`src/gemm_params.svh`:
```
// Shared size constants for the 4x4 int8 matrix-multiply accelerator.
// Included by the package and by any RTL that sizes logic from them.
`ifndef GEMM_PARAMS_SVH
`define GEMM_PARAMS_SVH

// array side, the result is SA x SA
`define GEMM_SA_WIDTH 4
`define GEMM_ELEM_W   8

// two element widths plus 4 guard bits for up to 16 products
`define GEMM_ACC_W    20

// buffer depth is 2**BUF_AW words, so W up to 16
`define GEMM_BUF_AW   4

`define GEMM_AXI_AW   32
`define GEMM_AXI_DW   32
`define GEMM_AXI_IDW  1

`endif

```
`src/gemm_pkg.sv`:
```
// Types shared by the accelerator RTL and its testbench.
// Import where the types are used; widths come from the params header.
`default_nettype none

`include "gemm_params.svh"

package gemm_pkg;

    typedef logic [`GEMM_AXI_AW-1:0]  axi_addr_t;
    typedef logic [`GEMM_AXI_DW-1:0]  axi_data_t;
    // 0 for matrix A, 1 for matrix B
    typedef logic [`GEMM_AXI_IDW-1:0] axi_id_t;
    typedef logic [`GEMM_BUF_AW-1:0]  buf_addr_t;

    typedef logic signed [`GEMM_ELEM_W-1:0] elem_t;
    typedef logic signed [`GEMM_ACC_W-1:0]  acc_t;

    // entry i*SA+j holds C[i][j]
    typedef acc_t [`GEMM_SA_WIDTH*`GEMM_SA_WIDTH-1:0] acc_matrix_t;

    // DMA fills a whole beat, the multiply side picks lanes, lane 0 in the low byte
    typedef union packed {
        axi_data_t                      raw;
        elem_t [`GEMM_SA_WIDTH-1:0]     lane;
    } buf_word_u;

endpackage

`default_nettype wire

```
`src/mm_engine.sv`:
```
// Outer-product multiply engine for a 4xW by Wx4 int8 product.
// Pulse start_i; done_o pulses W+2 cycles later with the 4x4 sums on acc_o.
`timescale 1ns/1ps
`default_nettype none

`include "gemm_params.svh"

module mm_engine (
    input  wire                      clk,
    input  wire                      rst_n,
    input  wire                      start_i,
    input  wire [4:0]                mat_width_i,
    output gemm_pkg::buf_addr_t      rd_addr_o,
    input  wire gemm_pkg::buf_word_u a_word_i,
    input  wire gemm_pkg::buf_word_u b_word_i,
    output logic                     done_o,
    output gemm_pkg::acc_matrix_t    acc_o
);
    import gemm_pkg::*;

    localparam int N      = `GEMM_SA_WIDTH;
    localparam int PROD_W = 2 * `GEMM_ELEM_W;

    buf_addr_t   idx_q;
    logic        run_q;
    // buffer outputs hold a valid word this cycle
    logic        vld_q;
    logic        last_q;
    logic        last_idx;
    acc_matrix_t acc_q;
    logic signed [PROD_W-1:0] prod [N*N];

    assign last_idx  = ({1'b0, idx_q} == mat_width_i - 5'd1);
    assign rd_addr_o = idx_q;
    assign acc_o     = acc_q;

    // word index walk plus the delayed valid for the read latency
    always_ff @(posedge clk) begin
        if (!rst_n) begin
            run_q  <= 1'b0;
            idx_q  <= '0;
            vld_q  <= 1'b0;
            last_q <= 1'b0;
            done_o <= 1'b0;
        end else begin
            vld_q  <= run_q;
            last_q <= run_q && last_idx;
            done_o <= last_q;
            if (start_i) begin
                run_q <= 1'b1;
                idx_q <= '0;
            end else if (run_q) begin
                idx_q <= idx_q + 1'b1;
                if (last_idx) begin
                    run_q <= 1'b0;
                end
            end
        end
    end

    // A column lane i times B row lane j
    always_comb begin
        for (int i = 0; i < N; i++) begin
            for (int j = 0; j < N; j++) begin
                prod[i*N+j] = a_word_i.lane[i] * b_word_i.lane[j];
            end
        end
    end

    // sums stay put after done until the next start
    always_ff @(posedge clk) begin
        for (int n = 0; n < N * N; n++) begin
            if (start_i) begin
                acc_q[n] <= '0;
            end else if (vld_q) begin
                acc_q[n] <= acc_q[n] + prod[n];
            end
        end
    end

endmodule

`default_nettype wire

```
`config.mk`:
```
export PLATFORM = sky130hd
export DESIGN_NAME = mm_engine
export DESIGN_NICKNAME = d
export VERILOG_FILES = /design/src/gemm_pkg.sv /design/src/mm_engine.sv
export VERILOG_INCLUDE_DIRS = /design/src
export SDC_FILE = /design/constraint.sdc
export NUM_CORES = 2
export LEC_CHECK = 0
export ABC_AREA = 1
export BUFFER_PORTS_ARGS = -buffer_cell sky130_fd_sc_hd__buf_2
export CELL_PAD_IN_SITES_DETAIL_PLACEMENT = 1
export CELL_PAD_IN_SITES_GLOBAL_PLACEMENT = 1
export CORE_MARGIN = 3
export CORE_UTILIZATION = 51
export CTS_CLUSTER_DIAMETER = 40
export DETAILED_ROUTE_END_ITERATION = 8
export GPL_TIMING_DRIVEN = 0
export HOLD_SLACK_MARGIN = 0.12
export PLACE_DENSITY_LB_ADDON = 0.3
export SLEW_MARGIN = 20
export SYNTH_ARGS = -nofsm -noshare
export SYNTH_HDL_FRONTEND = slang
export SYNTH_SLANG_ARGS = --single-unit
```
`constraint.sdc`:
```
create_clock -name clk -period 14.9 [get_ports clk]
set_clock_uncertainty 0.15 [all_clocks]
set_input_delay 1.49 -clock clk [delete_from_list [all_inputs] [get_ports clk]]
set_output_delay 1.49 -clock clk [all_outputs]
set_load 0.01 [all_outputs]
```
==> key figures <==
Place
  • GPL Wtd Cong: 1.01
  • Port buffer count: 391
  • Post-DP HPWL: 259 mm

Global routing
  • Largest net degree at the start of global routing: 15
  • First-pass GRT wire length: 473 mm
  • GR Overflow Total: 0
  • Initial antenna violation count: 58
  • Vias in the first global route: 75.5k
  • GRT Util Overall: 44.1%

Clock tree
  • Number of setup buffers added after CTS: 0
  • TritonCTS clock tree: built
  • H-tree levels: 3
  • CTS buffer count: 111
  • CTS clk-pin slew, worst paths: 0.05 ns
  • Sink Count: 328
  • Post-CTS sizing: 0
  • Clock tree buffer depth: 3
  • Hold buffers post-CTS: 0
  • Worst skew pair latency: 0.76 ns
  • Clk root buf: clkbuf_16

Power and ir drop
  • Switching part of the total: 56.9%
  • Clock share of power: 12.3%
  • Pwr/cell area: 271 mW/mm2
  • Int Pwr: 9.55 mW
  • Lkg Pwr: 49.6 nW
  • Logic pwr share: 81.6%
  • Worst VDD drop: 0.218 mV
  • Seq pwr share: 6.2%
  • P_sw: 12.6 mW
  • Pwr Total: 22.2 mW

Yosys
  • Commonest cells post-synth: 2586 x inv_1, 2079 x nand2_1, 1408 x fa_1, 763 x nor2_1, 738 x ha_1
  • Largest family of logic cells by synthesized area: adder cells
  • Synth area leaders: fa_1 39%, inv_1 13%, ha_1 13%
  • Multiplexer share of the synthesized area: 0%
  • Biggest area consumer among synthesized cells: fa_1
  • Compound-Gate Fraction of Synth Area: 4.46%
  • Mean Syn Cell Area: 7.68 um2
  • Most frequent cell after synthesis: inv_1
  • Cell Area, Synth: 0.0728 mm2
  • Synth Instances: 9482
  • Netlist cell types: 34
  • Flops & latches, synth: 328
  • Syn nets: 11.7k
  • EDFF count, synth: 0
  • Synthesized-area fraction occupied by adder cells: 51.4%
  • Synth Area in XOR/XNOR: 1.44%
  • Synth warn: 0
  • Post-synth ARST share: 0%
  • Post-synthesis simple-gate area fraction: 18.6%
  • Sequential area share after synthesis: 9.02%
  • Post-synth top area share: 38.7%
  • Post-synth top flop: dfxtp_1

Cells and area
  • Layout cell share with drive strength beyond 1: 7.88%
  • Nets: 12.2k
  • Area growth from synthesis to layout: 12.2%
  • Sequential cell area: 0.00657 mm2
  • Fillers: 17.9k
  • Multi-input logic area: 0.0553 mm2

Route
  • Residual DRC: 0
  • Drt initial violations: 5347
  • DR pass1 iterations: 6
  • Via density: 5.64
  • WL/cell: 26.8 um
  • Vias: 67.9k
  • Detail Route Antenna Nets: 0
  • Final wirelength: 322 mm

Timing
  • RSZ-0062 raised after global routing: no
  • Period utilization: 47.5%
  • Fin Setup TNS: 0 ns
  • Crit path time final: 7.08 ns
  • Final hold viol count: 0
  • Max-slew headroom: 12.0%
  • Final setup vio count: 0
  • Tightest Pin Transition: 1.32 ns
  • Min Hold Slack: 0.294 ns
  • Fmax: 141 MHz
  • Final Slew Violations: 0

Worst setup path
  • Reg-to-reg slack, setup: 9.71 ns
  • Worst R2R End: acc_o[219]
  • WS Path Type: in -> reg
  • Worst path max stage delay: 0.87 ns
  • Reg2reg start: acc_o[206]
  • Required time of the worst setup path: 15.39 ns
  • Startpoint types: primary input
  • Crit-path max FO: 12
  • Kind of end point of the critical path: flip-flop
  • CP delay by family, top: adder cells
  • WP data arrival: 7.57 ns
  • CP cell instances: buf_2 > clkbuf_1 > nand2_1 > inv_1 > fa_1 > fa_1 > fa_1 > inv_1 > fa_1 > inv_1 > ha_1 > ha_1 > a21oi_1 > o21ai_0 > a21oi_1 > nand2_1 > nand2_1 > nand3_1 > nand2_1 > inv_1
  • Worst R2R Path Depth: 20
  • CP max stage cell: clkbuf_1
  • Buf/Inv on CP: 6

Floorplanning
  • Initial core utilization: 51.4%
  • Die W: 384 um
  • Row count: 138
  • Placeable core area: 0.142 mm2
  • Die footprint: 0.147 mm2
  • Die Height: 384 um
  • Top Ports: 397

Worst hold path
  • Hold Crit Start: last_q
  • Type of the worst min-delay path: reg -> reg
  • Hold Crit Endpoint: done_o
  • Hold Path Stages: 2

Flow run
  • Max_cap viols: 0

Run status
  • Outcome: complete, no violations
-- cell usage in the layout, fill, tap and decap left out, types with 7 or more instances in the layout --
| cell | count |
|---|---|
| nor3_1 | 28 |
| clkinvlp_4 | 12 |
| a21oi_1 | 298 |
| clkbuf_2 | 71 |
| clkbuf_16 | 113 |
| fa_1 | 1408 |
| inv_2 | 8 |
| or2_1 | 37 |
| clkbuf_8 | 21 |
| ha_1 | 738 |
| diode_2 | 51 |
| bufinv_16 | 26 |
| dfxtp_1 | 328 |
| buf_2 | 451 |
| nand3b_1 | 7 |
| o21ai_0 | 265 |
| a21oi_2 | 12 |
| buf_1 | 10 |
| nand3_1 | 356 |
| nand4_1 | 65 |
| nand2_2 | 29 |
| nor2_1 | 763 |
| clkinv_2 | 26 |
| xnor2_1 | 20 |
| nand2_1 | 2079 |
| o21a_1 | 32 |
| clkbuf_1 | 161 |
| xor2_1 | 100 |
| o221ai_1 | 7 |
| inv_1 | 2586 |
-- area by class of cell --
| class | count | share of cell area (%) |
|---|---|---|
| flip-flops and latches | 328 | 8.03 |
| clock inverters | 67 | 1.27 |
| diodes | 51 | 0.156 |
| repair buffers | 400 | 2.64 |
| inverters | 2594 | 11.9 |
| clock buffers | 140 | 3.82 |
| multi-input cells | 6260 | 67.6 |
| plain buffers | 300 | 1.63 |
| well taps | 1890 | 2.89 |
-- tightest hold or removal path, cell delays in order (launching register included) --
cell and delay (ns):
dfxtp_1 0.30, nand2_1 0.06, inv_1 0.04
-- layer usage --
layer | vias up | share of wire, % | GRT usage (%)
met3 | 1230 | 11 | 12.5
met4 | 16 | 8.9 | 33.3
met1 | 34300 | 35 | 51.7
met5 | - | 0.035 | 0
li1 | 28800 | - | -
met2 | 3575 | 45 | 68.9
-- sequential cells by signal, summed over array words and instances, names as in the netlist --
| register | flops |
|---|---|
| acc_o | 320 |
| rd_addr_o | 4 |
| done_o | 1 |
| last_q | 1 |
| run_q | 1 |
| vld_q | 1 |
-- power by group through the flow --
stage / combinational, mW / clock (mW) / sequential [mW]
4_1_cts: 17.9 / 2.72 / 1.36
3_3_place_gp: 16.5 / 0 / 1.37
2_1_floorplan: 12.7 / 0 / 1.33
5_1_grt: 20.3 / 2.77 / 1.39
6_report: 18.1 / 2.72 / 1.37
3_5_place_dp: 17.5 / 0 / 1.38
-- cell families (layout without fill, tap and decap cells) --
logic type                 count (synthesis)  in the layout
other                                      0             51
xor gates and xnor gates                 120            120
adders and majority gates               2146           2146
buffers and inverters                   2894           3501
AOI/OAI and AO/OA                        618            618
and+or+nand+nor                         3376           3376
DFF                                      328            328
-- worst max path at each step --
stage | startpoint | depth (start not counted) | endpoint | slack [ns]
global placement | b_word_i[31] | 21 | acc_o[159] | 6.37
floorplan | b_word_i[24] | 19 | acc_o[318] | 8.88
CTS | b_word_i[8] | 20 | acc_o[38] | 7.93
finish | b_word_i[24] | 20 | acc_o[318] | 7.82
detailed placement | b_word_i[8] | 20 | acc_o[38] | 7.24
global route | b_word_i[24] | 20 | acc_o[318] | 7.67
-- metrics by stage --
step / util (%) / instance area, um2 / std cells / worst slack (ns)
after floorplan: - / 72800 / 9482 / 8.88
after global placement: 54.4 / 77200 / 11800 / 6.37
after detailed placement: 54.6 / 77400 / 11800 / 7.24
after CTS: 57.6 / 81600 / 12000 / 7.93
after global routing: 57.6 / 81600 / 12000 / 7.67
final: 57.7 / 81700 / 12000 / 7.82
No activity file was read; power rests on OpenSTA's default activity.
