==> src/gemm_params.svh <==
// Shared size constants for the 4x4 int8 matrix-multiply accelerator.
// Included by the package and by any RTL that sizes logic from them.
`ifndef GEMM_PARAMS_SVH
`define GEMM_PARAMS_SVH

// array side, the result is SA x SA
`define GEMM_SA_WIDTH 4
`define GEMM_ELEM_W   8

// two element widths plus 4 guard bits for up to 16 products
`define GEMM_ACC_W    20

// buffer depth is 2**BUF_AW words, so W up to 16
`define GEMM_BUF_AW   4

`define GEMM_AXI_AW   32
`define GEMM_AXI_DW   32
`define GEMM_AXI_IDW  1

`endif

==> src/gemm_pkg.sv <==
// Types shared by the accelerator RTL and its testbench.
// Import where the types are used; widths come from the params header.
`default_nettype none

`include "gemm_params.svh"

package gemm_pkg;

    typedef logic [`GEMM_AXI_AW-1:0]  axi_addr_t;
    typedef logic [`GEMM_AXI_DW-1:0]  axi_data_t;
    // 0 for matrix A, 1 for matrix B
    typedef logic [`GEMM_AXI_IDW-1:0] axi_id_t;
    typedef logic [`GEMM_BUF_AW-1:0]  buf_addr_t;

    typedef logic signed [`GEMM_ELEM_W-1:0] elem_t;
    typedef logic signed [`GEMM_ACC_W-1:0]  acc_t;

    // entry i*SA+j holds C[i][j]
    typedef acc_t [`GEMM_SA_WIDTH*`GEMM_SA_WIDTH-1:0] acc_matrix_t;

    // DMA fills a whole beat, the multiply side picks lanes, lane 0 in the low byte
    typedef union packed {
        axi_data_t                      raw;
        elem_t [`GEMM_SA_WIDTH-1:0]     lane;
    } buf_word_u;

endpackage

`default_nettype wire

==> src/operand_buffer.sv <==
// Simple dual-port operand buffer, one word per A column or B row.
// Write port from the DMA, registered read port to the multiply engine.
`timescale 1ns/1ps
`default_nettype none

`include "gemm_params.svh"

module operand_buffer (
    input  wire                      clk,
    input  wire                      wr_en_i,
    input  wire gemm_pkg::buf_addr_t wr_addr_i,
    input  wire gemm_pkg::buf_word_u wr_data_i,
    input  wire gemm_pkg::buf_addr_t rd_addr_i,
    output gemm_pkg::buf_word_u      rd_data_o
);
    import gemm_pkg::*;

    localparam int DEPTH = 1 << `GEMM_BUF_AW;

    buf_word_u mem [DEPTH];

    // data shows up one cycle after the address
    always_ff @(posedge clk) begin
        if (wr_en_i) begin
            mem[wr_addr_i] <= wr_data_i;
        end
        rd_data_o <= mem[rd_addr_i];
    end

endmodule

`default_nettype wire

==> config.mk <==
export PLATFORM = sky130hd
export DESIGN_NAME = operand_buffer
export DESIGN_NICKNAME = d
export VERILOG_FILES = /design/src/gemm_pkg.sv /design/src/operand_buffer.sv
export VERILOG_INCLUDE_DIRS = /design/src
export SDC_FILE = /design/constraint.sdc
export NUM_CORES = 1
export LEC_CHECK = 0
export ABC_AREA = 1
export BUFFER_PORTS_ARGS = -buffer_cell sky130_fd_sc_hd__buf_2
export CAP_MARGIN = 20
export CORE_MARGIN = 8
export CORE_UTILIZATION = 40
export DETAILED_ROUTE_END_ITERATION = 12
export PLACE_DENSITY = 0.58
export SLEW_MARGIN = 0
export SYNTH_ARGS = -nofsm -noshare
export SYNTH_HDL_FRONTEND = slang
export SYNTH_SLANG_ARGS = --single-unit
==> constraint.sdc <==
create_clock -name clk -period 2.5 [get_ports clk]
set_input_delay 0.5 -clock clk [delete_from_list [all_inputs] [get_ports clk]]
set_output_delay 0.5 -clock clk [all_outputs]
set_load 0.05 [all_outputs]
==> metrics.csv, run 1 <==
stage;metric;value;unit
cells_and_area;n_fill_cell;5173;
routing;num_vias;14400;
routing;viasPerCell;4.83;
global_route;antenna_found_initial;0;
worst_setup_path;cpMaxStageDelayCell;dfxtp_1;
floorplan;initial_core_util;40.4;%
floorplan;die_area;64700;sq um
yosys;yosysWarnings;0;
worst_setup_path;cp_cell_sequence;buf_2;
timing;fmax;559;MHz
cells_and_area;drive_above_1_share;9.03;%
worst_setup_path;cp-end-kind;output port;
power_and_ir_drop;p_int;15000;uW
worst_setup_path;reg2reg_slack;1.47;ns
global_route;grt_max_degree;129;
power_and_ir_drop;p_sw;4420;uW
timing;min_period;1.79;ns
yosys;async_flop_share;0;%
outcome;status;completed;
floorplan;die_w;254;um
flow_run;drv_cap;0;
routing;met1_length;24200;um
yosys;synth.distinct_cells;15;
yosys;synthTopCellsByArea;edfxtp_1, nand2_1, nand3_1;
routing;ant_nets;0;
yosys;synth_most_common_cell;nand2_1;
global_route;grt_overflow_total;0;
cts;numClockSinks;544;
cts;clk_path_buf_depth;3;
cts;tritoncts;done;
cells_and_area;finalNetCount;2223;
yosys;avgSynthCellArea;10.7;sq um
placed_design;dpl.hpwl;27800;um
yosys;synth_cells;2120;
yosys;synth_fp_nets;2162;
routing;first_pass_iters;5;
floorplan;std_cell_rows;87;
yosys;ys_seq_area_share;70.5;%
worst_setup_path;critPathMaxFanout;1;
power_and_ir_drop;ir_drop;0.453;mV
cts;cts_hold_buf;0;
power_and_ir_drop;p_leak;0.0108;uW
power_and_ir_drop;total_power;19400;uW
worst_setup_path;crit_buf_inv;1;
worst_setup_path;critPathLaunchType;register;
routing;route.detailed.drc;0;
routing;routed.top_layer;met4;
timing;tns;0;ns
floorplan;io_pins;74;
cts;clk_pin_slew;0.06;ns
power_and_ir_drop;comb_power_share;7.1;%
cells_and_area;fin_util;45.8;%
timing;finalSetupViolations;0;
worst_setup_path;critPathArrivalTime;1.29;ns
global_route;grt_pass1_vias;14300;
timing;relSlewSlack;42.6;%
cts;clk_latency;0.60;ns
cells_and_area;antenna_cells;0;
worst_setup_path;path_delay_family;flip-flops;
global_route;grt_first_pass_wirelength;83200;um
cts;cts_setup_buffers;0;
timing;drv_slew;0;
yosys;synth_enable_flop_cells;512;
routing;met2_length;25600;um
yosys;yosys.area.top_type;edfxtp_1;
routing;drt_wl_total;53400;um
floorplan;dieHeight;254;um
worst_setup_path;critPathKind;register to output port;
power_and_ir_drop;clockPowerShare;40.1;%
power_and_ir_drop;p_sw_share;22.8;%
timing;worst_pin_slew;0.862;ns
cts;htree_num_levels;2;
yosys;ys.flop_type;edfxtp_1;
timing;final.setup_skew;0.0175;ns
routing;wl_per_cell;17.9;um
worst_setup_path;max_stage_delay;0.40;ns
cells_and_area;multi_input_area;4670;sq um
worst_setup_path;required;2.00;ns
power_and_ir_drop;pwr-share-seq;52.8;%
cells_and_area;seq_area;16000;sq um
routing;drtIter0Drc;1158;
routing;wl_met3;2770;um
global_route;gr-usage-all-layers;16.5;%
cts;cts_root_buf;clkbuf_16;
timing;period_share;71.5;%
cts;cts_buffers;54;
yosys;ys_ff_latch;544;
timing;rsz0062_at_grt;false;
hold_path;hold_class;input port to register;
yosys;synth_top_area_share;67.6;%
timing;hold_viol;0;
cts;cts_resized;0;
cells_and_area;area_growth;13.3;%
yosys;synthTopCellsByCount;nand2_1, edfxtp_1, inv_1;
floorplan;core-area;56300;sq um
placed_design;portBuffers;73;
placed_design;gp_congestion;0.761;
yosys;synth_area;22700;sq um
power_and_ir_drop;p_per_area;755;nW/um^2
==> layer usage <==
| metal | global-route usage [%] | up-vias |
|---|---|---|
| li1 | - | 6959 |
| met1 | 22.2 | 7008 |
| met2 | 28.0 | 365 |
| met3 | 2.72 | 69 |
| met4 | 3.87 | 0 |
| met5 | 0 | - |
==> sequential cells by signal, summed over array words and instances, names as in the netlist <==
signal,flops
mem,512
rd_data_o,32
==> power by group through the flow <==
stage / Clock (uW) / Combinational [uW] / Sequential (uW)
final: 7800 / 1380 / 10300
after global routing: 8300 / 1520 / 10300
after floorplan: 0 / 695 / 10600
after detailed placement: 0 / 1390 / 10500
after global placement: 0 / 1380 / 10400
after CTS: 7990 / 1400 / 10300
==> worst paths after layout <==
kind / from / endpoint / depth (start not counted)
worst min register to register: mem[10][29]$_DFFE_PP_ / rd_data_o[29]$_DFF_P_ / 6
worst min-delay path: wr_data_i[12] / mem[5][12]$_DFFE_PP_ / 1
worst max register to register: mem[1][26]$_DFFE_PP_ / rd_data_o[26]$_DFF_P_ / 6
worst max-delay path: rd_data_o[24]$_DFF_P_ / rd_data_o[24] / 1
==> kinds of logic after synthesis <==
logic type / Yosys count / synth area share [%]
flops: 544 / 70.5
simple gates: 1081 / 20.0
buf+inv: 495 / 9.54
==> layout make-up <==
type | count | area share, %
Inverter | 390 | 5.71
Multi-Input combinational cell | 1081 | 18.1
Tap cell | 756 | 3.67
Sequential cell | 544 | 62.2
Clock inverter | 22 | 0.695
Timing Repair Buffer | 110 | 3.76
Clock buffer | 79 | 5.85
==> placed cells by master, fill, tap and decap left out, drive strengths merged <==
master    synthesis  routed
edfxtp          512     512
nor2             17      17
clkinvlp          0       1
clkbuf           14      80
nand3           385     385
buf              91     109
bufinv            0       3
clkinv            0      17
dfxtp            32      32
nand3b            2       2
nand2           677     677
inv             390     391
==> metrics by stage <==
step / area, sq um / hold slack [ns] / instances / worst slack [ns]
floorplan: 22700 / 0.599 / 2120 / 0.00730
global placement: 24100 / 0.637 / 2881 / 0.503
detailed placement: 24100 / 0.633 / 2881 / 0.503
CTS: 25800 / 0.243 / 2982 / 0.667
global route: 25800 / 0.268 / 2982 / 0.663
finish: 25800 / 0.297 / 2982 / 0.712
Power figures use the tool's default switching activity.
==> run 2: changes to the inputs <==
==> constraint.sdc (replaced) <==
create_clock -name clk -period 1.6 [get_ports clk]
set_input_delay 0.32 -clock clk [delete_from_list [all_inputs] [get_ports clk]]
set_output_delay 0.32 -clock clk [all_outputs]
set_load 0.05 [all_outputs]
==> run 2 against run 1 <==
- setup slack got worse by 0.66 ns
- first-iteration DRC count fell by 9.3%
- final area up 5.0%
- sequential power grew 55%
- non-clock buffer count is 85 higher
- critical path type unchanged
- clock power increased by 71%
- critical path depth did not move
==> metrics.csv, run 2 (synthesized netlist as in run 1, its figures left out) <==
stage;metric;value;unit;change
floorplan;std_cell_rows;87;;unchanged
floorplan;die_w;254;um;unchanged
cells_and_area;finalNetCount;2311;;+4.0%
cts;clk_path_buf_depth;3;;unchanged
power_and_ir_drop;p_sw;7410;uW;+68%
worst_setup_path;critPathLaunch;rd_data_o[30]$_DFF_P_;;
cells_and_area;fin_util;48.0;%;+2.3 points
timing;worst_pin_slew;0.426;ns;-0.436 ns
global_route;grt_first_pass_wirelength;88000;um;+5.7%
cts;clk_pin_slew;0.06;ns;about the same
power_and_ir_drop;p_leak;0.0115;uW;+6.1%
floorplan;dieHeight;254;um;unchanged
timing;relSlewSlack;71.5;%;+29 points
floorplan;io_pins;74;;unchanged
worst_setup_path;critPathMaxFanout;1;;unchanged
timing;hold_viol;0;;unchanged
power_and_ir_drop;p_int;24400;uW;+62%
cts;clk_latency;0.63;ns;+0.03 ns
worst_setup_path;cpMaxStageDelayCell;dfxtp_1;;
floorplan;die_area;64700;sq um;unchanged
cells_and_area;seq_area;16000;sq um;about the same
cells_and_area;largestRegisters;mem x512, rd_data_o x32;;
cells_and_area;drive_above_1_share;13.5;%;+4.5 points
global_route;antenna_found_initial;2;;+2
worst_setup_path;r2r_start;mem[14][6]$_DFFE_PP_;;
placed_design;portBuffers;73;;unchanged
cells_and_area;antenna_cells;0;;unchanged
timing;period_share;96.5;%;
hold_path;hold_class;input port to register;;
timing;fmax;648;MHz;
timing;tns;0;ns;unchanged
outcome;status;completed;;
worst_setup_path;crit_buf_inv;1;;unchanged
worst_setup_path;critPathKind;register to output port;;
worst_setup_path;path_delay_family;flip-flops;;
power_and_ir_drop;p_sw_share;23.3;%;+0.56 points
placed_design;dpl.hpwl;35300;um;+27%
routing;num_vias;14700;;+1.7%
routing;viasPerCell;4.77;;-1.3%
cells_and_area;n_fill_cell;5120;;-1.0%
global_route;grt_overflow_total;0;;unchanged
power_and_ir_drop;clockPowerShare;41.8;%;+1.7 points
power_and_ir_drop;ir_drop;0.932;mV;+110%
cts;tritoncts;done;;
worst_setup_path;critPathArrivalTime;1.22;ns;-0.07 ns
floorplan;initial_core_util;40.4;%;unchanged
routing;drtIter0Drc;1050;;-9.3%
routing;route.detailed.drc;0;;unchanged
cells_and_area;final_common_cell;nand2_1;;
worst_setup_path;max_stage_delay;0.39;ns;about the same
routing;drt_wl_total;56700;um;+6.2%
cts;cts_setup_buffers;0;;unchanged
cts;cts_hold_buf;0;;unchanged
cts;cts_root_buf;clkbuf_16;;
power_and_ir_drop;p_per_area;1180;nW/um^2;+56%
cells_and_area;largest_reg_flops;512;;unchanged
placed_design;gp_congestion;0.816;;+7.2%
power_and_ir_drop;comb_power_share;7.7;%;+0.6 points
timing;final.setup_skew;0.0167;ns;-0.000829 ns
power_and_ir_drop;pwr-share-seq;50.5;%;-2.3 points
global_route;grt_max_degree;70;;-46%
cells_and_area;regMostFlops;mem;;
global_route;gr-usage-all-layers;17.7;%;+1.2 points
routing;first_pass_iters;5;;unchanged
routing;ant_nets;0;;unchanged
worst_setup_path;cp-end-kind;output port;;
cells_and_area;layout_common_cells;nand2_1, edfxtp_1, inv_1, nand3_1, buf_4;;
routing;wl_per_cell;18.5;um;+3.0%
timing;finalSetupViolations;0;;unchanged
timing;drv_slew;0;;unchanged
cells_and_area;multi_input_area;4670;sq um;unchanged
cells_and_area;area_growth;18.9;%;
floorplan;core-area;56300;sq um;unchanged
flow_run;drv_cap;0;;unchanged
worst_setup_path;cp_cell_sequence;buf_4;;
cts;cts_buffers;57;;+5.6%
cts;htree_num_levels;2;;unchanged
global_route;grt_pass1_vias;15100;;+6.0%
timing;rsz0062_at_grt;false;;
worst_setup_path;required;1.28;ns;-0.72 ns
timing;min_period;1.54;ns;
cts;numClockSinks;544;;unchanged
power_and_ir_drop;total_power;31800;uW;+64%
worst_setup_path;critPathLaunchType;register;;
hold_path;min-delay-start;wr_data_i[10];;
run 2: changes by cell type in the layout (fill, tap and decap cells not counted), moves of 7 or more:
cell and delta:
clkinv_1 -7, buf_2 -13, buf_12 +30, clkbuf_1 -11
clkinv_2 +13, buf_4 +64
run 2: through the flow:
step                setup WS (ns)  std cells  area [sq um]  hold slack [ns]
finish                     0.0566       3074         27000           0.0939
global route              0.00782       3074         27000           0.0620
CTS                       0.00234       3074         27000           0.0485
detailed placement        -0.0244       2966         25100            0.636
global placement          -0.0104       2966         25100            0.642
floorplan                  -0.253       2120         22800            0.419
run 2: power by group through the flow:
stage | registers (uW) | logic (uW) | clock network [uW]
after floorplan | 16600 | 1100 | 0
after global placement | 16300 | 2430 | 0
after detailed placement | 16300 | 2450 | 0
after CTS | 16100 | 2490 | 13600
after global routing | 16100 | 2680 | 14200
final | 16000 | 2450 | 13300
run 2: final timing paths:
check / to / slack, ns / cells after the start
max: rd_data_o[30] / 0.06 / 1
min: mem[6][10]$_DFFE_PP_ / 0.09 / 1
max reg2reg: rd_data_o[6]$_DFF_P_ / 0.50 / 6
min reg2reg: rd_data_o[18]$_DFF_P_ / 0.65 / 6
run 2: routing by layer:
| metal | wire length, um | track usage [%] | vias up |
|---|---|---|---|
| met4 | 1560 | 5.74 | 0 |
| met3 | 2660 | 2.39 | 87 |
| met5 | 0 | 0 | - |
| li1 | - | - | 7148 |
| met1 | 24000 | 22.6 | 7040 |
| met2 | 28500 | 31.0 | 378 |
run 2: what timing repair did:
item,CTS,global route
pin swaps,0,0
setup endpoints to repair,13,1
gates resized for setup,19,1
run 2: final cells by class:
cell class                 instances  area share [%]
clock inverter                    36            1.33
inverter                         390            5.44
clock buffer                      72            5.71
sequential                       544            59.3
multi-input combinational       1081            17.3
timing repair buffer             195            7.50
tap                              756            3.50
==> run 3: changes to the inputs <==
--- a/config.mk
+++ b/config.mk
@@ -6,13 +6,14 @@
 export SDC_FILE = /design/constraint.sdc
 export NUM_CORES = 1
 export LEC_CHECK = 0
-export ABC_AREA = 1
+export ABC_AREA = 0
 export BUFFER_PORTS_ARGS = -buffer_cell sky130_fd_sc_hd__buf_2
 export CAP_MARGIN = 20
 export CORE_MARGIN = 8
 export CORE_UTILIZATION = 40
 export DETAILED_ROUTE_END_ITERATION = 12
-export PLACE_DENSITY = 0.58
+export PLACE_DENSITY = 0.59
+export REMOVE_ABC_BUFFERS = 1
 export SLEW_MARGIN = 0
 export SYNTH_ARGS = -nofsm -noshare
 export SYNTH_HDL_FRONTEND = slang
==> run 3 against run 2 <==
- die area down 12%
- final area fell by 12%
- flip-flop and latch count did not move
- fmax fell by 0.90%
- setup slack lost 0.014 ns
- largest power group unchanged
==> metrics.csv, run 3 <==
stage;metric;value;unit;change
outcome;status;completed;;
cts;cts_hold_buf;0;;unchanged
cells_and_area;area_growth;19.6;%;
cts;cts_resized;0;;-19
floorplan;die_area;57000;sq um;-12%
floorplan;core-area;49000;sq um;-13%
timing;min_period;1.56;ns;+0.0140 ns
timing;final.setup_skew;0.00704;ns;-0.00962 ns
floorplan;dieHeight;239;um;-6.1%
floorplan;std_cell_rows;81;;-6.9%
cts;tritoncts;done;;
power_and_ir_drop;pwr-share-seq;53.5;%;+3.0 points
cells_and_area;final_cells;1707;;-44%
yosys;yosysWarnings;0;;unchanged
worst_setup_path;required;1.28;ns;about the same
power_and_ir_drop;p_sw_share;20.9;%;-2.4 points
yosys;synthTopCellsByArea;edfxtp_1, mux4_2, dfxtp_1;;
worst_setup_path;critPathArrivalTime;1.24;ns;+0.02 ns
timing;finalSetupViolations;0;;unchanged
worst_setup_path;max_stage_delay;0.39;ns;about the same
timing;fmax;642;MHz;-0.90%
routing;ant_nets;0;;unchanged
cts;cts_buffers;52;;-8.8%
cells_and_area;drive_above_1_share;36.2;%;+23 points
placed_design;place_area;22000;sq um;-12%
hold_path;min-delay-start;wr_data_i[10];;
power_and_ir_drop;ir_drop;0.886;mV;-5.0%
timing;relSlewSlack;28.7;%;-43 points
timing;rsz0062_at_grt;false;;
worst_setup_path;critPathLaunchType;register;;
yosys;synth_area;19900;sq um;-13%
routing;drtIter0Drc;631;;-40%
cts;cts_root_buf;clkbuf_16;;
routing;num_vias;9085;;-38%
cts;clk_path_buf_depth;3;;unchanged
placed_design;dp.cells;1610;;-46%
worst_setup_path;cpMaxStageDelayCell;dfxtp_1;;
power_and_ir_drop;clockPowerShare;40.3;%;-1.5 points
yosys;ys_seq_area_share;80.7;%;+10 points
flow_run;drv_cap;0;;unchanged
yosys;ys_ff_latch;544;;unchanged
power_and_ir_drop;p_leak;0.00769;uW;-33%
routing;drt_wl_total;41600;um;-27%
yosys;synth_most_common_cell;edfxtp_1;;
routing;viasPerCell;5.32;;+12%
routing;wl_per_cell;24.4;um;+32%
cells_and_area;finalNetCount;1043;;-55%
worst_setup_path;crit_buf_inv;1;;unchanged
power_and_ir_drop;p_int;23700;uW;-2.8%
timing;drv_slew;0;;unchanged
yosys;async_flop_share;0;%;unchanged
placed_design;dp_slack;-0.325;ns;-0.301 ns
cts;clk_pin_slew;0.06;ns;about the same
worst_setup_path;path_delay_family;flip-flops;;
cells_and_area;largestRegisters;mem x512, rd_data_o x32;;
routing;first_pass_iters;4;;-1
worst_setup_path;critPathLaunch;rd_data_o[9]$_DFF_P_;;
floorplan;initial_core_util;40.6;%;+0.17 points
global_route;grt_max_degree;33;;-53%
cells_and_area;largest_reg_flops;512;;unchanged
worst_setup_path;cp-end-kind;output port;;
power_and_ir_drop;comb_power_share;6.2;%;-1.5 points
yosys;synth_enable_flop_cells;512;;unchanged
timing;finalWorstSetupSlack;0.0426;ns;-0.0140 ns
cts;clk_latency;0.56;ns;-0.07 ns
power_and_ir_drop;p_sw;6260;uW;-16%
yosys;avgSynthCellArea;23.7;sq um;+120%
global_route;grt_first_pass_wirelength;63700;um;-28%
global_route;grt_overflow_total;0;;unchanged
yosys;ys.flop_type;edfxtp_1;;
placed_design;dpl.hpwl;24700;um;-30%
routing;route.detailed.drc;0;;unchanged
cts;cts_setup_buffers;0;;unchanged
cells_and_area;regMostFlops;mem;;
hold_path;hold_class;input port to register;;
worst_setup_path;r2r_start;mem[0][12]$_DFFE_PP_;;
timing;worst_pin_slew;1.07;ns;+0.641 ns
yosys;yosys.area.top_type;edfxtp_1;;
cts;htree_num_levels;2;;unchanged
global_route;gr-usage-all-layers;14.8;%;-2.9 points
power_and_ir_drop;p_per_area;1260;nW/um^2;+7.3%
worst_setup_path;cp_cell_sequence;buf_2;;
global_route;antenna_found_initial;0;;-2
yosys;synthTopCellsByCount;edfxtp_1, mux4_2, a22oi_1;;
placed_design;gp_congestion;0.704;;-14%
cts;numClockSinks;544;;unchanged
timing;whs;0.133;ns;+0.0396 ns
floorplan;die_w;239;um;-6.1%
yosys;synth_cells;838;;-60%
timing;period_share;97.3;%;+0.87 points
placed_design;portBuffers;73;;unchanged
yosys;synth.distinct_cells;18;;+3
cells_and_area;antenna_cells;0;;unchanged
floorplan;io_pins;74;;unchanged
worst_setup_path;critPathKind;register to output port;;
global_route;grt_pass1_vias;9859;;-35%
yosys;synth_top_area_share;77.4;%;+9.8 points
cells_and_area;layout_common_cells;edfxtp_1, mux4_2, buf_2, a22oi_1, clkbuf_16;;
cells_and_area;final_common_cell;edfxtp_1;;
timing;hold_viol;0;;unchanged
cells_and_area;final_area;23700;sq um;-12%
worst_setup_path;critPathMaxFanout;1;;unchanged
-- run 3: power by group through the flow --
stage | clock network, uW | logic [uW] | registers, uW
floorplan | 0 | 613 | 16600
global placement | 0 | 1870 | 16300
detailed placement | 0 | 1890 | 16300
CTS | 12300 | 1900 | 16000
global route | 12900 | 2000 | 16100
finish | 12100 | 1860 | 16000
-- run 3: final timing paths --
kind / endpoint / slack, ns / cells past startpoint
max: rd_data_o[9] / 0.04 / 1
min: mem[4][10]$_DFFE_PP_ / 0.13 / 1
max reg2reg: rd_data_o[12]$_DFF_P_ / 0.16 / 4
min reg2reg: rd_data_o[4]$_DFF_P_ / 0.67 / 3
-- run 3: metal layers --
metal | vias to the layer above | global-route usage [%] | share of wire [%] | wire length, um
met2 | 197 | 24.7 | 50 | 20900
met5 | - | 0 | 0 | 0
met3 | 67 | 2.47 | 4.3 | 1780
li1 | 3904 | - | - | -
met1 | 4917 | 20.0 | 43 | 18000
met4 | 0 | 4.09 | 2.5 | 1030
-- run 3: layout make-up --
type                    instances  area, sq um
clock buffers                  77         1530
well taps                     664          831
flip-flops and latches        544        16000
fillers                      3936        25200
multi-input cells             251         3750
repair buffers                152         1460
clock inverters                19          169
-- run 3: cells by family (layout without fill, tap and decap cells) --
family | after synthesis | in the layout | share of synthesized area (%)
simple gates | 59 | 59 | 1.27
buf+inv | 43 | 248 | 1.12
flops | 544 | 544 | 80.7
mux | 128 | 128 | 14.5
compound gates | 64 | 64 | 2.42
-- run 3: through the flow --
step                power [uW]  utilization (%)  TNS (ns)
global placement         18200             45.0    -41.85
finish                   30000             48.5         0
detailed placement       18200             45.0    -44.98
floorplan                17300                -   -517.63
CTS                      30300             48.5         0
global route             30900             48.5         0
