**config.mk**
```make
export PLATFORM = sky130hd
export DESIGN_NAME = dma_engine_flat
export DESIGN_NICKNAME = d
export VERILOG_FILES = /design/src/gemm_pkg.sv /design/src/axi_ch_if.sv /design/src/dma_engine.sv /design/src/flat_wrapper.sv
export VERILOG_INCLUDE_DIRS = /design/src
export SDC_FILE = /design/constraint.sdc
export NUM_CORES = 1
export LEC_CHECK = 0
export BUFFER_PORTS_ARGS = -buffer_cell sky130_fd_sc_hd__buf_2
export CAP_MARGIN = 20
export CORE_AREA = 2 2 254 256
export DETAILED_ROUTE_END_ITERATION = 8
export DIE_AREA = 0 0 256 258
export PLACE_DENSITY = 0.3
export RECOVER_POWER = 100
export SLEW_MARGIN = 20
export SYNTH_ARGS = -nofsm -noshare
export SYNTH_HDL_FRONTEND = slang
export SYNTH_SLANG_ARGS = --single-unit
export TNS_END_PERCENT = 1
```
**constraint.sdc**
```tcl
create_clock -name clk -period 2.7 [get_ports clk]
set_input_delay 0.27 -clock clk [delete_from_list [all_inputs] [get_ports clk]]
set_output_delay 0.27 -clock clk [all_outputs]
set_load 0.02 [all_outputs]
```
**src/gemm_params.svh**
```systemverilog
// Shared size constants for the 4x4 int8 matrix-multiply accelerator.
// Included by the package and by any RTL that sizes logic from them.
`ifndef GEMM_PARAMS_SVH
`define GEMM_PARAMS_SVH

// array side, the result is SA x SA
`define GEMM_SA_WIDTH 4
`define GEMM_ELEM_W   8

// two element widths plus 4 guard bits for up to 16 products
`define GEMM_ACC_W    20

// buffer depth is 2**BUF_AW words, so W up to 16
`define GEMM_BUF_AW   4

`define GEMM_AXI_AW   32
`define GEMM_AXI_DW   32
`define GEMM_AXI_IDW  1

`endif

```
**src/gemm_pkg.sv**
```systemverilog
// Types shared by the accelerator RTL and its testbench.
// Import where the types are used; widths come from the params header.
`default_nettype none

`include "gemm_params.svh"

package gemm_pkg;

    typedef logic [`GEMM_AXI_AW-1:0]  axi_addr_t;
    typedef logic [`GEMM_AXI_DW-1:0]  axi_data_t;
    // 0 for matrix A, 1 for matrix B
    typedef logic [`GEMM_AXI_IDW-1:0] axi_id_t;
    typedef logic [`GEMM_BUF_AW-1:0]  buf_addr_t;

    typedef logic signed [`GEMM_ELEM_W-1:0] elem_t;
    typedef logic signed [`GEMM_ACC_W-1:0]  acc_t;

    // entry i*SA+j holds C[i][j]
    typedef acc_t [`GEMM_SA_WIDTH*`GEMM_SA_WIDTH-1:0] acc_matrix_t;

    // DMA fills a whole beat, the multiply side picks lanes, lane 0 in the low byte
    typedef union packed {
        axi_data_t                      raw;
        elem_t [`GEMM_SA_WIDTH-1:0]     lane;
    } buf_word_u;

endpackage

`default_nettype wire

```
**src/axi_ch_if.sv**
```systemverilog
// AXI-style read (AR/R) and write (AW/W/B) channel bundles.
// The DMA engine is master on both; the top level ties the slave side to ports.
`timescale 1ns/1ps
`default_nettype none

interface axi_rd_if;
    import gemm_pkg::*;

    logic       arvalid;
    logic       arready;
    axi_addr_t  araddr;
    logic [7:0] arlen;
    axi_id_t    arid;

    logic       rvalid;
    logic       rready;
    axi_data_t  rdata;
    axi_id_t    rid;
    logic       rlast;

    modport master (
        output arvalid, araddr, arlen, arid, rready,
        input  arready, rvalid, rdata, rid, rlast
    );

    modport slave (
        input  arvalid, araddr, arlen, arid, rready,
        output arready, rvalid, rdata, rid, rlast
    );
endinterface

interface axi_wr_if;
    import gemm_pkg::*;

    logic       awvalid;
    logic       awready;
    axi_addr_t  awaddr;
    logic [7:0] awlen;

    logic       wvalid;
    logic       wready;
    axi_data_t  wdata;
    logic       wlast;

    // no response code, every B counts as success
    logic       bvalid;
    logic       bready;

    modport master (
        output awvalid, awaddr, awlen, wvalid, wdata, wlast, bready,
        input  awready, wready, bvalid
    );

    modport slave (
        input  awvalid, awaddr, awlen, wvalid, wdata, wlast, bready,
        output awready, wready, bvalid
    );
endinterface

`default_nettype wire

```
**src/dma_engine.sv**
```systemverilog
// DMA controller: reads A and B into the operand buffers, runs the multiply
// engine, then writes the 4x4 result back as 16 sign-extended beats.
// Pulse start_i while idle; done_o pulses once the write response is in.
`timescale 1ns/1ps
`default_nettype none

`include "gemm_params.svh"

module dma_engine (
    input  wire                        clk,
    input  wire                        rst_n,
    input  wire gemm_pkg::axi_addr_t   mat_a_addr_i,
    input  wire gemm_pkg::axi_addr_t   mat_b_addr_i,
    input  wire gemm_pkg::axi_addr_t   mat_c_addr_i,
    input  wire [4:0]                  mat_width_i,
    input  wire                        start_i,
    output logic                       done_o,
    axi_rd_if.master                   rd_if,
    axi_wr_if.master                   wr_if,
    output logic                       buf_a_wr_en_o,
    output gemm_pkg::buf_addr_t        buf_a_wr_addr_o,
    output gemm_pkg::buf_word_u        buf_a_wr_data_o,
    output logic                       buf_b_wr_en_o,
    output gemm_pkg::buf_addr_t        buf_b_wr_addr_o,
    output gemm_pkg::buf_word_u        buf_b_wr_data_o,
    output logic                       mm_start_o,
    input  wire                        mm_done_i,
    input  wire gemm_pkg::acc_matrix_t acc_i
);
    import gemm_pkg::*;

    localparam int N_ELEM = `GEMM_SA_WIDTH * `GEMM_SA_WIDTH;
    localparam int CNT_W  = $clog2(N_ELEM);

    typedef enum logic [2:0] {
        S_IDLE,
        S_ADDR_A,
        S_ADDR_B,
        S_LOAD,
        S_WAIT_MM,
        S_ADDR_C,
        S_WRITE_C,
        S_WAIT_RESP
    } state_t;

    state_t           state_q;
    state_t           state_d;
    logic [4:0]       cnt_a_q;
    logic [4:0]       cnt_b_q;
    logic [CNT_W-1:0] cnt_c_q;
    logic             r_hs;
    logic             r_is_a;
    logic             load_done;
    acc_t             acc_sel;

    assign r_hs      = rd_if.rvalid && rd_if.rready;
    assign r_is_a    = (rd_if.rid == axi_id_t'(0));
    assign load_done = (cnt_a_q == mat_width_i) && (cnt_b_q == mat_width_i);

    // read requests, payload held by the state until arready
    assign rd_if.arvalid = (state_q == S_ADDR_A) || (state_q == S_ADDR_B);
    assign rd_if.araddr  = (state_q == S_ADDR_B) ? mat_b_addr_i : mat_a_addr_i;
    assign rd_if.arid    = (state_q == S_ADDR_B) ? axi_id_t'(1) : axi_id_t'(0);
    assign rd_if.arlen   = 8'(mat_width_i) - 8'd1;
    assign rd_if.rready  = (state_q == S_LOAD);

    // beats sorted by rid, each buffer with its own running address
    assign buf_a_wr_en_o       = r_hs && r_is_a;
    assign buf_a_wr_addr_o     = cnt_a_q[`GEMM_BUF_AW-1:0];
    assign buf_a_wr_data_o.raw = rd_if.rdata;
    assign buf_b_wr_en_o       = r_hs && !r_is_a;
    assign buf_b_wr_addr_o     = cnt_b_q[`GEMM_BUF_AW-1:0];
    assign buf_b_wr_data_o.raw = rd_if.rdata;

    // result write, row-major
    assign acc_sel        = acc_i[cnt_c_q];
    assign wr_if.awvalid  = (state_q == S_ADDR_C);
    assign wr_if.awaddr   = mat_c_addr_i;
    assign wr_if.awlen    = 8'(N_ELEM - 1);
    assign wr_if.wvalid   = (state_q == S_WRITE_C);
    assign wr_if.wdata    = {{(`GEMM_AXI_DW - `GEMM_ACC_W){acc_sel[`GEMM_ACC_W-1]}}, acc_sel};
    assign wr_if.wlast    = wr_if.wvalid && (cnt_c_q == CNT_W'(N_ELEM - 1));
    assign wr_if.bready   = (state_q == S_WAIT_RESP);

    always_comb begin
        state_d = state_q;
        case (state_q)
            S_IDLE:
                if (start_i) state_d = S_ADDR_A;
            S_ADDR_A:
                if (rd_if.arready) state_d = S_ADDR_B;
            S_ADDR_B:
                if (rd_if.arready) state_d = S_LOAD;
            S_LOAD:
                if (load_done) state_d = S_WAIT_MM;
            S_WAIT_MM:
                if (mm_done_i) state_d = S_ADDR_C;
            S_ADDR_C:
                if (wr_if.awready) state_d = S_WRITE_C;
            S_WRITE_C:
                if (wr_if.wready && wr_if.wlast) state_d = S_WAIT_RESP;
            S_WAIT_RESP:
                if (wr_if.bvalid) state_d = S_IDLE;
            default:
                state_d = S_IDLE;
        endcase
    end

    always_ff @(posedge clk) begin
        if (!rst_n) begin
            state_q    <= S_IDLE;
            cnt_a_q    <= '0;
            cnt_b_q    <= '0;
            cnt_c_q    <= '0;
            mm_start_o <= 1'b0;
            done_o     <= 1'b0;
        end else begin
            state_q    <= state_d;
            // one-cycle strobes on leaving load and on the B handshake
            mm_start_o <= (state_q == S_LOAD) && load_done;
            done_o     <= (state_q == S_WAIT_RESP) && wr_if.bvalid;
            if (state_q == S_IDLE) begin
                cnt_a_q <= '0;
                cnt_b_q <= '0;
                cnt_c_q <= '0;
            end
            if (buf_a_wr_en_o) begin
                cnt_a_q <= cnt_a_q + 5'd1;
            end
            if (buf_b_wr_en_o) begin
                cnt_b_q <= cnt_b_q + 5'd1;
            end
            if (wr_if.wvalid && wr_if.wready) begin
                cnt_c_q <= cnt_c_q + 1'b1;
            end
        end
    end

endmodule

`default_nettype wire

```
**src/flat_wrapper.sv**
```systemverilog
// flat-port wrapper written by rule: the top's interface ports become plain ports
module dma_engine_flat import gemm_pkg::*;
  (clk, rst_n, mat_a_addr_i, mat_b_addr_i, mat_c_addr_i, mat_width_i, start_i, done_o, buf_a_wr_en_o, buf_a_wr_addr_o, buf_a_wr_data_o, buf_b_wr_en_o, buf_b_wr_addr_o, buf_b_wr_data_o, mm_start_o, mm_done_i, acc_i, rd_if_arvalid, rd_if_araddr, rd_if_arlen, rd_if_arid, rd_if_rready, rd_if_arready, rd_if_rvalid, rd_if_rdata, rd_if_rid, rd_if_rlast, wr_if_awvalid, wr_if_awaddr, wr_if_awlen, wr_if_wvalid, wr_if_wdata, wr_if_wlast, wr_if_bready, wr_if_awready, wr_if_wready, wr_if_bvalid);
  axi_rd_if rd_if_i ();
  axi_wr_if wr_if_i ();
  input  wire clk;
  input  wire rst_n;
  input  wire gemm_pkg::axi_addr_t mat_a_addr_i;
  input  wire gemm_pkg::axi_addr_t mat_b_addr_i;
  input  wire gemm_pkg::axi_addr_t mat_c_addr_i;
  input  wire [4:0] mat_width_i;
  input  wire start_i;
  output logic done_o;
  output logic buf_a_wr_en_o;
  output gemm_pkg::buf_addr_t buf_a_wr_addr_o;
  output gemm_pkg::buf_word_u buf_a_wr_data_o;
  output logic buf_b_wr_en_o;
  output gemm_pkg::buf_addr_t buf_b_wr_addr_o;
  output gemm_pkg::buf_word_u buf_b_wr_data_o;
  output logic mm_start_o;
  input  wire mm_done_i;
  input  wire gemm_pkg::acc_matrix_t acc_i;
  output wire logic [$bits(rd_if_i.arvalid)-1:0] rd_if_arvalid;
  output wire logic [$bits(rd_if_i.araddr)-1:0] rd_if_araddr;
  output wire logic [$bits(rd_if_i.arlen)-1:0] rd_if_arlen;
  output wire logic [$bits(rd_if_i.arid)-1:0] rd_if_arid;
  output wire logic [$bits(rd_if_i.rready)-1:0] rd_if_rready;
  input wire logic [$bits(rd_if_i.arready)-1:0] rd_if_arready;
  input wire logic [$bits(rd_if_i.rvalid)-1:0] rd_if_rvalid;
  input wire logic [$bits(rd_if_i.rdata)-1:0] rd_if_rdata;
  input wire logic [$bits(rd_if_i.rid)-1:0] rd_if_rid;
  input wire logic [$bits(rd_if_i.rlast)-1:0] rd_if_rlast;
  output wire logic [$bits(wr_if_i.awvalid)-1:0] wr_if_awvalid;
  output wire logic [$bits(wr_if_i.awaddr)-1:0] wr_if_awaddr;
  output wire logic [$bits(wr_if_i.awlen)-1:0] wr_if_awlen;
  output wire logic [$bits(wr_if_i.wvalid)-1:0] wr_if_wvalid;
  output wire logic [$bits(wr_if_i.wdata)-1:0] wr_if_wdata;
  output wire logic [$bits(wr_if_i.wlast)-1:0] wr_if_wlast;
  output wire logic [$bits(wr_if_i.bready)-1:0] wr_if_bready;
  input wire logic [$bits(wr_if_i.awready)-1:0] wr_if_awready;
  input wire logic [$bits(wr_if_i.wready)-1:0] wr_if_wready;
  input wire logic [$bits(wr_if_i.bvalid)-1:0] wr_if_bvalid;
  assign rd_if_arvalid = rd_if_i.arvalid;
  assign rd_if_araddr = rd_if_i.araddr;
  assign rd_if_arlen = rd_if_i.arlen;
  assign rd_if_arid = rd_if_i.arid;
  assign rd_if_rready = rd_if_i.rready;
  assign rd_if_i.arready = rd_if_arready;
  assign rd_if_i.rvalid = rd_if_rvalid;
  assign rd_if_i.rdata = rd_if_rdata;
  assign rd_if_i.rid = rd_if_rid;
  assign rd_if_i.rlast = rd_if_rlast;
  assign wr_if_awvalid = wr_if_i.awvalid;
  assign wr_if_awaddr = wr_if_i.awaddr;
  assign wr_if_awlen = wr_if_i.awlen;
  assign wr_if_wvalid = wr_if_i.wvalid;
  assign wr_if_wdata = wr_if_i.wdata;
  assign wr_if_wlast = wr_if_i.wlast;
  assign wr_if_bready = wr_if_i.bready;
  assign wr_if_i.awready = wr_if_awready;
  assign wr_if_i.wready = wr_if_wready;
  assign wr_if_i.bvalid = wr_if_bvalid;
  dma_engine u_core (.clk(clk), .rst_n(rst_n), .mat_a_addr_i(mat_a_addr_i), .mat_b_addr_i(mat_b_addr_i), .mat_c_addr_i(mat_c_addr_i), .mat_width_i(mat_width_i), .start_i(start_i), .done_o(done_o), .rd_if(rd_if_i), .wr_if(wr_if_i), .buf_a_wr_en_o(buf_a_wr_en_o), .buf_a_wr_addr_o(buf_a_wr_addr_o), .buf_a_wr_data_o(buf_a_wr_data_o), .buf_b_wr_en_o(buf_b_wr_en_o), .buf_b_wr_addr_o(buf_b_wr_addr_o), .buf_b_wr_data_o(buf_b_wr_data_o), .mm_start_o(mm_start_o), .mm_done_i(mm_done_i), .acc_i(acc_i));
endmodule
```
==> results.py, run 1 <==
metrics = {
    "detailed_routing": {
        "drc": 0,
        "routed_via_density": 3.15,
        "dr.pass1.iters": 4,
        "ant_nets": 0,
        "wl_per_cell_um": 16.5,
        "drt_wl_total_um": 27500,
        "num_vias": 5247,
        "drtIter0Drc": 182,
    },
    "timing": {
        "hold_violations": 0,
        "setup_tns_ps": 0,
        "setup_viol": 0,
        "whs_ps": 289,
        "final.min_clock_period_ps": 2640,
        "finalMaxSlewViolations": 0,
        "fin_ws_ps": 63.3,
        "max_freq_mhz": 379,
        "finalCritPeriodShare_pct": 97.7,
        "slew_headroom_pct": 51.6,
        "tightest_slew_ps": 727,
        "clock_skew_ps": 3.51,
        "rsz0062_at_grt": "yes",
    },
    "run": {
        "drv_cap": 0,
    },
    "power_and_ir_drop": {
        "p_leak_nw": 3.09,
        "ir_drop_mv": 0.131,
        "power_mw": 1.44,
        "clockPowerShare_pct": 22.6,
        "intPower_mw": 0.913,
        "power.density_nw_per_um2": 187,
        "switching_share_pct": 36.7,
        "p_sw_mw": 0.529,
        "power_frac_seq_pct": 20.5,
        "p_comb_share_pct": 56.9,
    },
    "place": {
        "place.gp.congestion": 0.859,
        "dp.cells": 1655,
        "placed_cell_area_um2": 7650,
        "dp_hpwl_um": 24200,
        "place_ws_ps": 224,
        "port_buffers": 489,
    },
    "floorplanning": {
        "io_pins": 659,
        "core_um2": 63600,
        "die_area_um2": 66000,
        "dieHeight_um": 258,
        "die_x_um": 256,
        "initial_utilization_pct": 7.88,
        "rows": 93,
    },
    "hold_path": {
        "min_to": "u_core.done_o",
        "min_path_type": "in2reg",
        "worstHoldPathCells": 2,
        "hold_path.startpoint": "wr_if_bvalid",
    },
    "synth": {
        "synth_flop_cell": "dfxtp_1",
        "synthesis.area_um2": 5010,
        "synthTopCellsByArea": "mux4_2 40%, buf_4 19%, dfxtp_1 7.6%",
        "ys_ff_latch": 19,
        "yosys_warnings": 0,
        "post-synth-top-count-cell": "buf_4",
        "synth_commonest_cells": "126 x buf_4, 90 x mux4_2, 32 x mux2_2, 19 x dfxtp_1, 17 x a21oi_1",
        "async_flop_share_pct": 0,
        "netlist_instances": 444,
        "synth_area_per_cell_um2": 11.3,
        "synth_top_area_share_pct": 40.4,
        "post-synth-top-area-cell": "mux4_2",
        "seq_area_frac_synth_pct": 7.59,
        "synth.distinct_cells": 46,
        "synth_edf_count": 0,
    },
    "finish": {
        "post-route-util_pct": 12.1,
        "instances_no_fill": 1665,
        "nets": 1277,
        "drive_above_1_share_pct": 72.6,
        "finalInstanceArea_um2": 7710,
        "n_fill_cell": 7390,
        "area_growth_pct": 53.9,
    },
    "clock_tree": {
        "clock_path_buffers": 2,
        "clkSinkCount": 19,
        "cts_tree": "built",
        "holdBufCountCts": 0,
        "h-tree-depth": 1,
        "root_buffer": "clkbuf_16",
        "clock_latency_ps": 250,
        "cts_made_buffers": 3,
        "cts.clk_slew.worst_paths_ps": 70,
    },
    "worst_setup_path": {
        "end_kind": "primary output",
        "crit_fanout": 21,
        "required_ps": 2430,
        "rr_worst_depth": 7,
        "crit_type": "reg2out",
        "cp.arrival_ps": 2370,
        "r2r_setup_slack_ps": 480,
        "r2r-start": "u_core.state_q[2]",
        "critPathLaunchType": "register",
        "r2r_end": "u_core.cnt_b_q[1]",
    },
    "global_routing": {
        "grt_max_degree": 41,
        "overflow": 0,
        "antenna_found_initial": 11,
        "grt_use_total_pct": 7.62,
        "grt_pass1_wl_um": 37500,
        "grt_pass1_vias": 5425,
    },
    "status": {
        "status": "completed",
    },
}
-- registers in the layout (all words and copies together) (netlist names) --
signal             cells
u_core.done_o          1
u_core.state_q         3
u_core.cnt_b_q         5
u_core.mm_start_o      1
u_core.cnt_a_q         5
u_core.cnt_c_q         4
-- kinds of logic (layout without fill, tap and decap cells) --
family                     count (synthesis)  in the layout  synth area share (%)
xor gates and xnor gates                  12             12                  2.10
DFF                                       19             19                  7.59
muxes                                    134            135                  53.3
AOI/OAI and AO/OA                         38             38                  4.49
other                                      2             10                 0.150
buffers and inverters                    168            525                  23.6
adders and majority gates                  4              4                 0.998
and+or+nand+nor                           67             67                  7.79
-- power groups by stage --
stage	Combinational, mW	Sequential [mW]	Clock, mW
6_report	0.821	0.295	0.326
5_1_grt	0.891	0.297	0.353
4_1_cts	0.850	0.295	0.343
3_5_place_dp	0.847	0.302	0
3_3_place_gp	0.844	0.301	0
2_1_floorplan	0.638	0.292	0
-- per-layer routing --
metal | track usage (%) | wire length [um] | vias up
li1 | - | - | 2353
met2 | 12.5 | 13100 | 340
met4 | 0.958 | 212 | 8
met5 | 0 | 49 | -
met3 | 3.16 | 3090 | 18
met1 | 9.52 | 11000 | 2528
-- what timing repair did --
action / in CTS / in global routing
resized for setup: 0 / 2
hold endpoints to repair: 0 / 0
endpoints found under the setup margin: 19 / 13
cloned: 0 / 1
buffers inserted: 3 / 0
-- cell usage in the layout (no fill, tap or decap), types with 3 or more instances in the layout --
master     synthesis  routed
buf_2             10     415
inv_1              5       5
a22oi_1            4       4
clkbuf_1          11      61
mux4_1            10      10
ha_1               4       4
mux2_2            32      31
mux4_2            90      91
nor2_1            16      16
nand2_1            4       4
a21o_1             3       3
clkbuf_16          0       3
nand3b_1           4       4
and3_1             4       5
nor3_1            10      10
a21oi_1           17      17
clkbuf_2           1      18
conb_1             2       8
buf_4            126      14
buf_12             0       6
o21ai_0            8       8
dfxtp_1           19      15
nand3_1            7       7
xnor2_1           10      10
nand4b_1           3       3
nand4_1            4       4
-- worst max path at each step --
| stage | to | startpoint | slack (ps) |
|---|---|---|---|
| floorplan | wr_if_wdata[20] | u_core.cnt_c_q[0] | 390 |
| global placement | wr_if_wdata[23] | u_core.cnt_c_q[0] | 240 |
| detailed placement | wr_if_wdata[23] | u_core.cnt_c_q[0] | 220 |
| CTS | wr_if_wdata[23] | u_core.cnt_c_q[0] | 40 |
| global route | wr_if_wdata[30] | u_core.cnt_c_q[0] | -10 |
| finish | wr_if_wdata[23] | u_core.cnt_c_q[0] | 60 |
-- critical path: stages, from the launching register on --
cell and delay (ps):
dfxtp_4 370, buf_12 140, buf_16 200, mux4_2 590, mux4_2 580, buf_2 200
-- final cells by class --
| cell class | count | area [um2] | share of cell area [%] |
|---|---|---|---|
| Clock buffer | 3 | 75.1 | 0.973 |
| Multi-Input combinational cell | 264 | 3490 | 45.3 |
| Timing Repair Buffer | 516 | 2660 | 34.4 |
| Sequential cell | 19 | 390 | 5.06 |
| Antenna cell | 2 | 5.00 | 0.0649 |
| Tap cell | 855 | 1070 | 13.9 |
| Clock inverter | 1 | 5.00 | 0.0649 |
| Inverter | 5 | 18.8 | 0.243 |
Note: power is estimated with default switching activity, not from simulation.
==> inputs of run 2 (changes only) <==
ABC_AREA = 1   (was not set)
CORE_AREA = 2 2 260 262   (was 2 2 254 256)
DIE_AREA = 0 0 262 264   (was 0 0 256 258)
==> results.py, run 2 <==
metrics = {
    "status": {
        "status": "completed",
    },
    "synth": {
        "async_flop_share_pct": 0,
        "yosys_warnings": 0,
        "synth_commonest_cells": "235 x nor2_1, 178 x nand2_1, 162 x o21ai_0, 130 x buf_4, 71 x o211ai_1",
        "ys_ff_latch": 19,
        "netlist_instances": 1004,
        "synth_area_per_cell_um2": 5.37,
        "post-synth-top-count-cell": "nor2_1",
        "synthesis.area_um2": 5400,
        "seq_area_frac_synth_pct": 7.05,
        "synth.distinct_cells": 29,
        "post-synth-top-area-cell": "buf_4",
        "synth_edf_count": 0,
        "synth_flop_cell": "dfxtp_1",
        "synth_top_area_share_pct": 18.1,
        "synthTopCellsByArea": "buf_4 18%, nor2_1 16%, o21ai_0 15%",
    },
    "detailed_routing": {
        "routed_via_density": 3.49,
        "drtIter0Drc": 363,
        "dr.pass1.iters": 5,
        "drt_wl_total_um": 38200,
        "wl_per_cell_um": 17.2,
        "num_vias": 7737,
        "drc": 0,
        "ant_nets": 0,
    },
    "worst_setup_path": {
        "crit_type": "reg2out",
        "worst_path_max_delay_cell": "dfxtp_4",
        "crit_fanout": 56,
        "path_delay_family": "buffers and inverters",
        "cp.arrival_ps": 2310,
        "end_kind": "primary output",
        "critPathBufInv": 3,
        "required_ps": 2430,
        "rr_worst_depth": 9,
        "crit_chain": "buf_4 > buf_12 > o21ai_0 > o211ai_1 > nand3_1 > nand2_1 > clkbuf_2",
        "critPathLaunchType": "register",
        "r2r-start": "u_core.state_q[0]",
        "max_stage_delay_ps": 430,
        "r2r_setup_slack_ps": 590,
        "r2r_end": "u_core.cnt_a_q[1]",
    },
    "clock_tree": {
        "clock_path_buffers": 2,
        "clkSinkCount": 19,
        "h-tree-depth": 1,
        "clock_latency_ps": 260,
        "cts.clk_slew.worst_paths_ps": 60,
        "cts_made_buffers": 3,
        "root_buffer": "clkbuf_16",
        "cts_tree": "built",
        "holdBufCountCts": 0,
    },
    "global_routing": {
        "overflow": 0,
        "grt_pass1_vias": 7902,
        "grt_max_degree": 77,
        "grt_pass1_wl_um": 52600,
        "grt_use_total_pct": 10.3,
        "antenna_found_initial": 5,
    },
    "place": {
        "place_ws_ps": 166,
        "dp.cells": 2212,
        "place.gp.congestion": 0.847,
        "port_buffers": 489,
        "dp_hpwl_um": 32500,
    },
    "finish": {
        "nets": 1814,
        "final_cell_mix": "410 x buf_2, 237 x nor2_1, 178 x nand2_1",
        "reg_top3": "u_core.cnt_a_q x5, u_core.cnt_b_q x5, u_core.cnt_c_q x4",
        "layout_commonest_cell": "buf_2",
        "instances_no_fill": 2219,
        "drive_above_1_share_pct": 36.7,
        "area_growth_pct": 49.6,
    },
    "power_and_ir_drop": {
        "p_sw_mw": 1.04,
        "intPower_mw": 0.943,
        "clockPowerShare_pct": 16.0,
        "ir_drop_mv": 0.155,
        "power_frac_seq_pct": 16.0,
        "p_comb_share_pct": 68.0,
        "power_mw": 1.98,
        "switching_share_pct": 52.3,
        "p_leak_nw": 3.64,
        "power.density_nw_per_um2": 245,
    },
    "floorplanning": {
        "initial_utilization_pct": 8.11,
        "die_area_um2": 69200,
        "die_x_um": 262,
        "io_pins": 659,
        "rows": 95,
        "core_um2": 66600,
        "dieHeight_um": 264,
    },
    "timing": {
        "setup_viol": 0,
        "finalMaxSlewViolations": 0,
        "final.min_clock_period_ps": 2580,
        "slew_headroom_pct": 56.6,
        "setup_tns_ps": 0,
        "hold_violations": 0,
        "tightest_slew_ps": 644,
        "rsz0062_at_grt": "yes",
        "clock_skew_ps": 2.88,
        "fin_ws_ps": 123,
        "max_freq_mhz": 388,
        "finalCritPeriodShare_pct": 95.5,
    },
    "hold_path": {
        "min_path_type": "in2reg",
        "min_to": "u_core.done_o",
        "worstHoldPathCells": 3,
        "hold_path.startpoint": "wr_if_bvalid",
    },
    "run": {
        "drv_cap": 0,
    },
}
==> run 2: cell count changes after synthesis, moves of 32 or more <==
cell	change
nand3_1	+32
mux4_2	-90
nand2_1	+174
o211ai_1	+71
nor2_1	+219
o21ai_0	+154
mux2_2	-32
==> run 2: kinds of logic after synthesis <==
kind of cell | synth area share, %
fa+ha+maj | 0.927
buf+inv | 25.4
flops | 7.05
xor+xnor | 1.62
mux | 1.67
compound gates | 28.8
other cells | 0.139
simple gates | 34.3
==> run 2: worst max path at each step <==
stage | from | endpoint | slack, ps | cells after the start
after floorplan | u_core.cnt_c_q[1] | wr_if_wdata[20] | 690 | 8
after global placement | u_core.cnt_c_q[0] | wr_if_wdata[7] | 180 | 9
after detailed placement | u_core.cnt_c_q[0] | wr_if_wdata[7] | 170 | 9
after CTS | u_core.cnt_c_q[1] | wr_if_wdata[13] | 40 | 7
after global routing | u_core.cnt_c_q[1] | wr_if_wdata[13] | -9 | 7
final | u_core.cnt_c_q[0] | wr_if_wdata[3] | 120 | 7
==> run 2: worst register-to-register path, delay by kind of cell (launching register included) <==
| kind | cells | cell delay, ps |
|---|---|---|
| flops | 1 | 440 |
| compound gates | 1 | 50 |
| simple gates | 6 | 1270 |
| buf+inv | 2 | 210 |
==> run 2: cell type report <==
class / instances / area [um2]
timing repair buffer: 529 / 2750
sequential: 19 / 390
fill: 8042 / 58500
clock buffer: 3 / 75.1
inverter: 29 / 114
clock inverter: 1 / 5.00
antenna: 1 / 2.50
multi-input combinational: 764 / 3640
tap: 873 / 1090
==> run 2: per-layer routing <==
layer | vias up | part of all wire [%] | track usage (%)
met5 | - | 0.071 | 0
met4 | 4 | 2.1 | 1.99
met3 | 51 | 7.3 | 2.25
met2 | 315 | 47 | 17.6
met1 | 3484 | 43 | 13.3
li1 | 3883 | - | -
==> run 2: power by group through the flow <==
stage / clock, mW / combinational [mW] / sequential [mW]
3_3_place_gp: 0 / 1.42 / 0.333
5_1_grt: 0.353 / 1.50 / 0.321
2_1_floorplan: 0 / 0.975 / 0.325
3_5_place_dp: 0 / 1.42 / 0.332
6_report: 0.317 / 1.35 / 0.317
4_1_cts: 0.342 / 1.43 / 0.326
==> run 2: per-stage QoR <==
step                util, %  area, um2  hold WS, ps
floorplan                 -       5420          390
global placement       12.1       8070          500
detailed placement     12.1       8070          497
CTS                    12.3       8170          293
global route           12.1       8080          301
finish                 12.1       8080          293
==> run 2: timing repair <==
item,CTS,global route
cloned,0,0
resized for setup,2,6
pin swaps,1,0
setup buffers,2,0
endpoints found under the setup margin,1,20
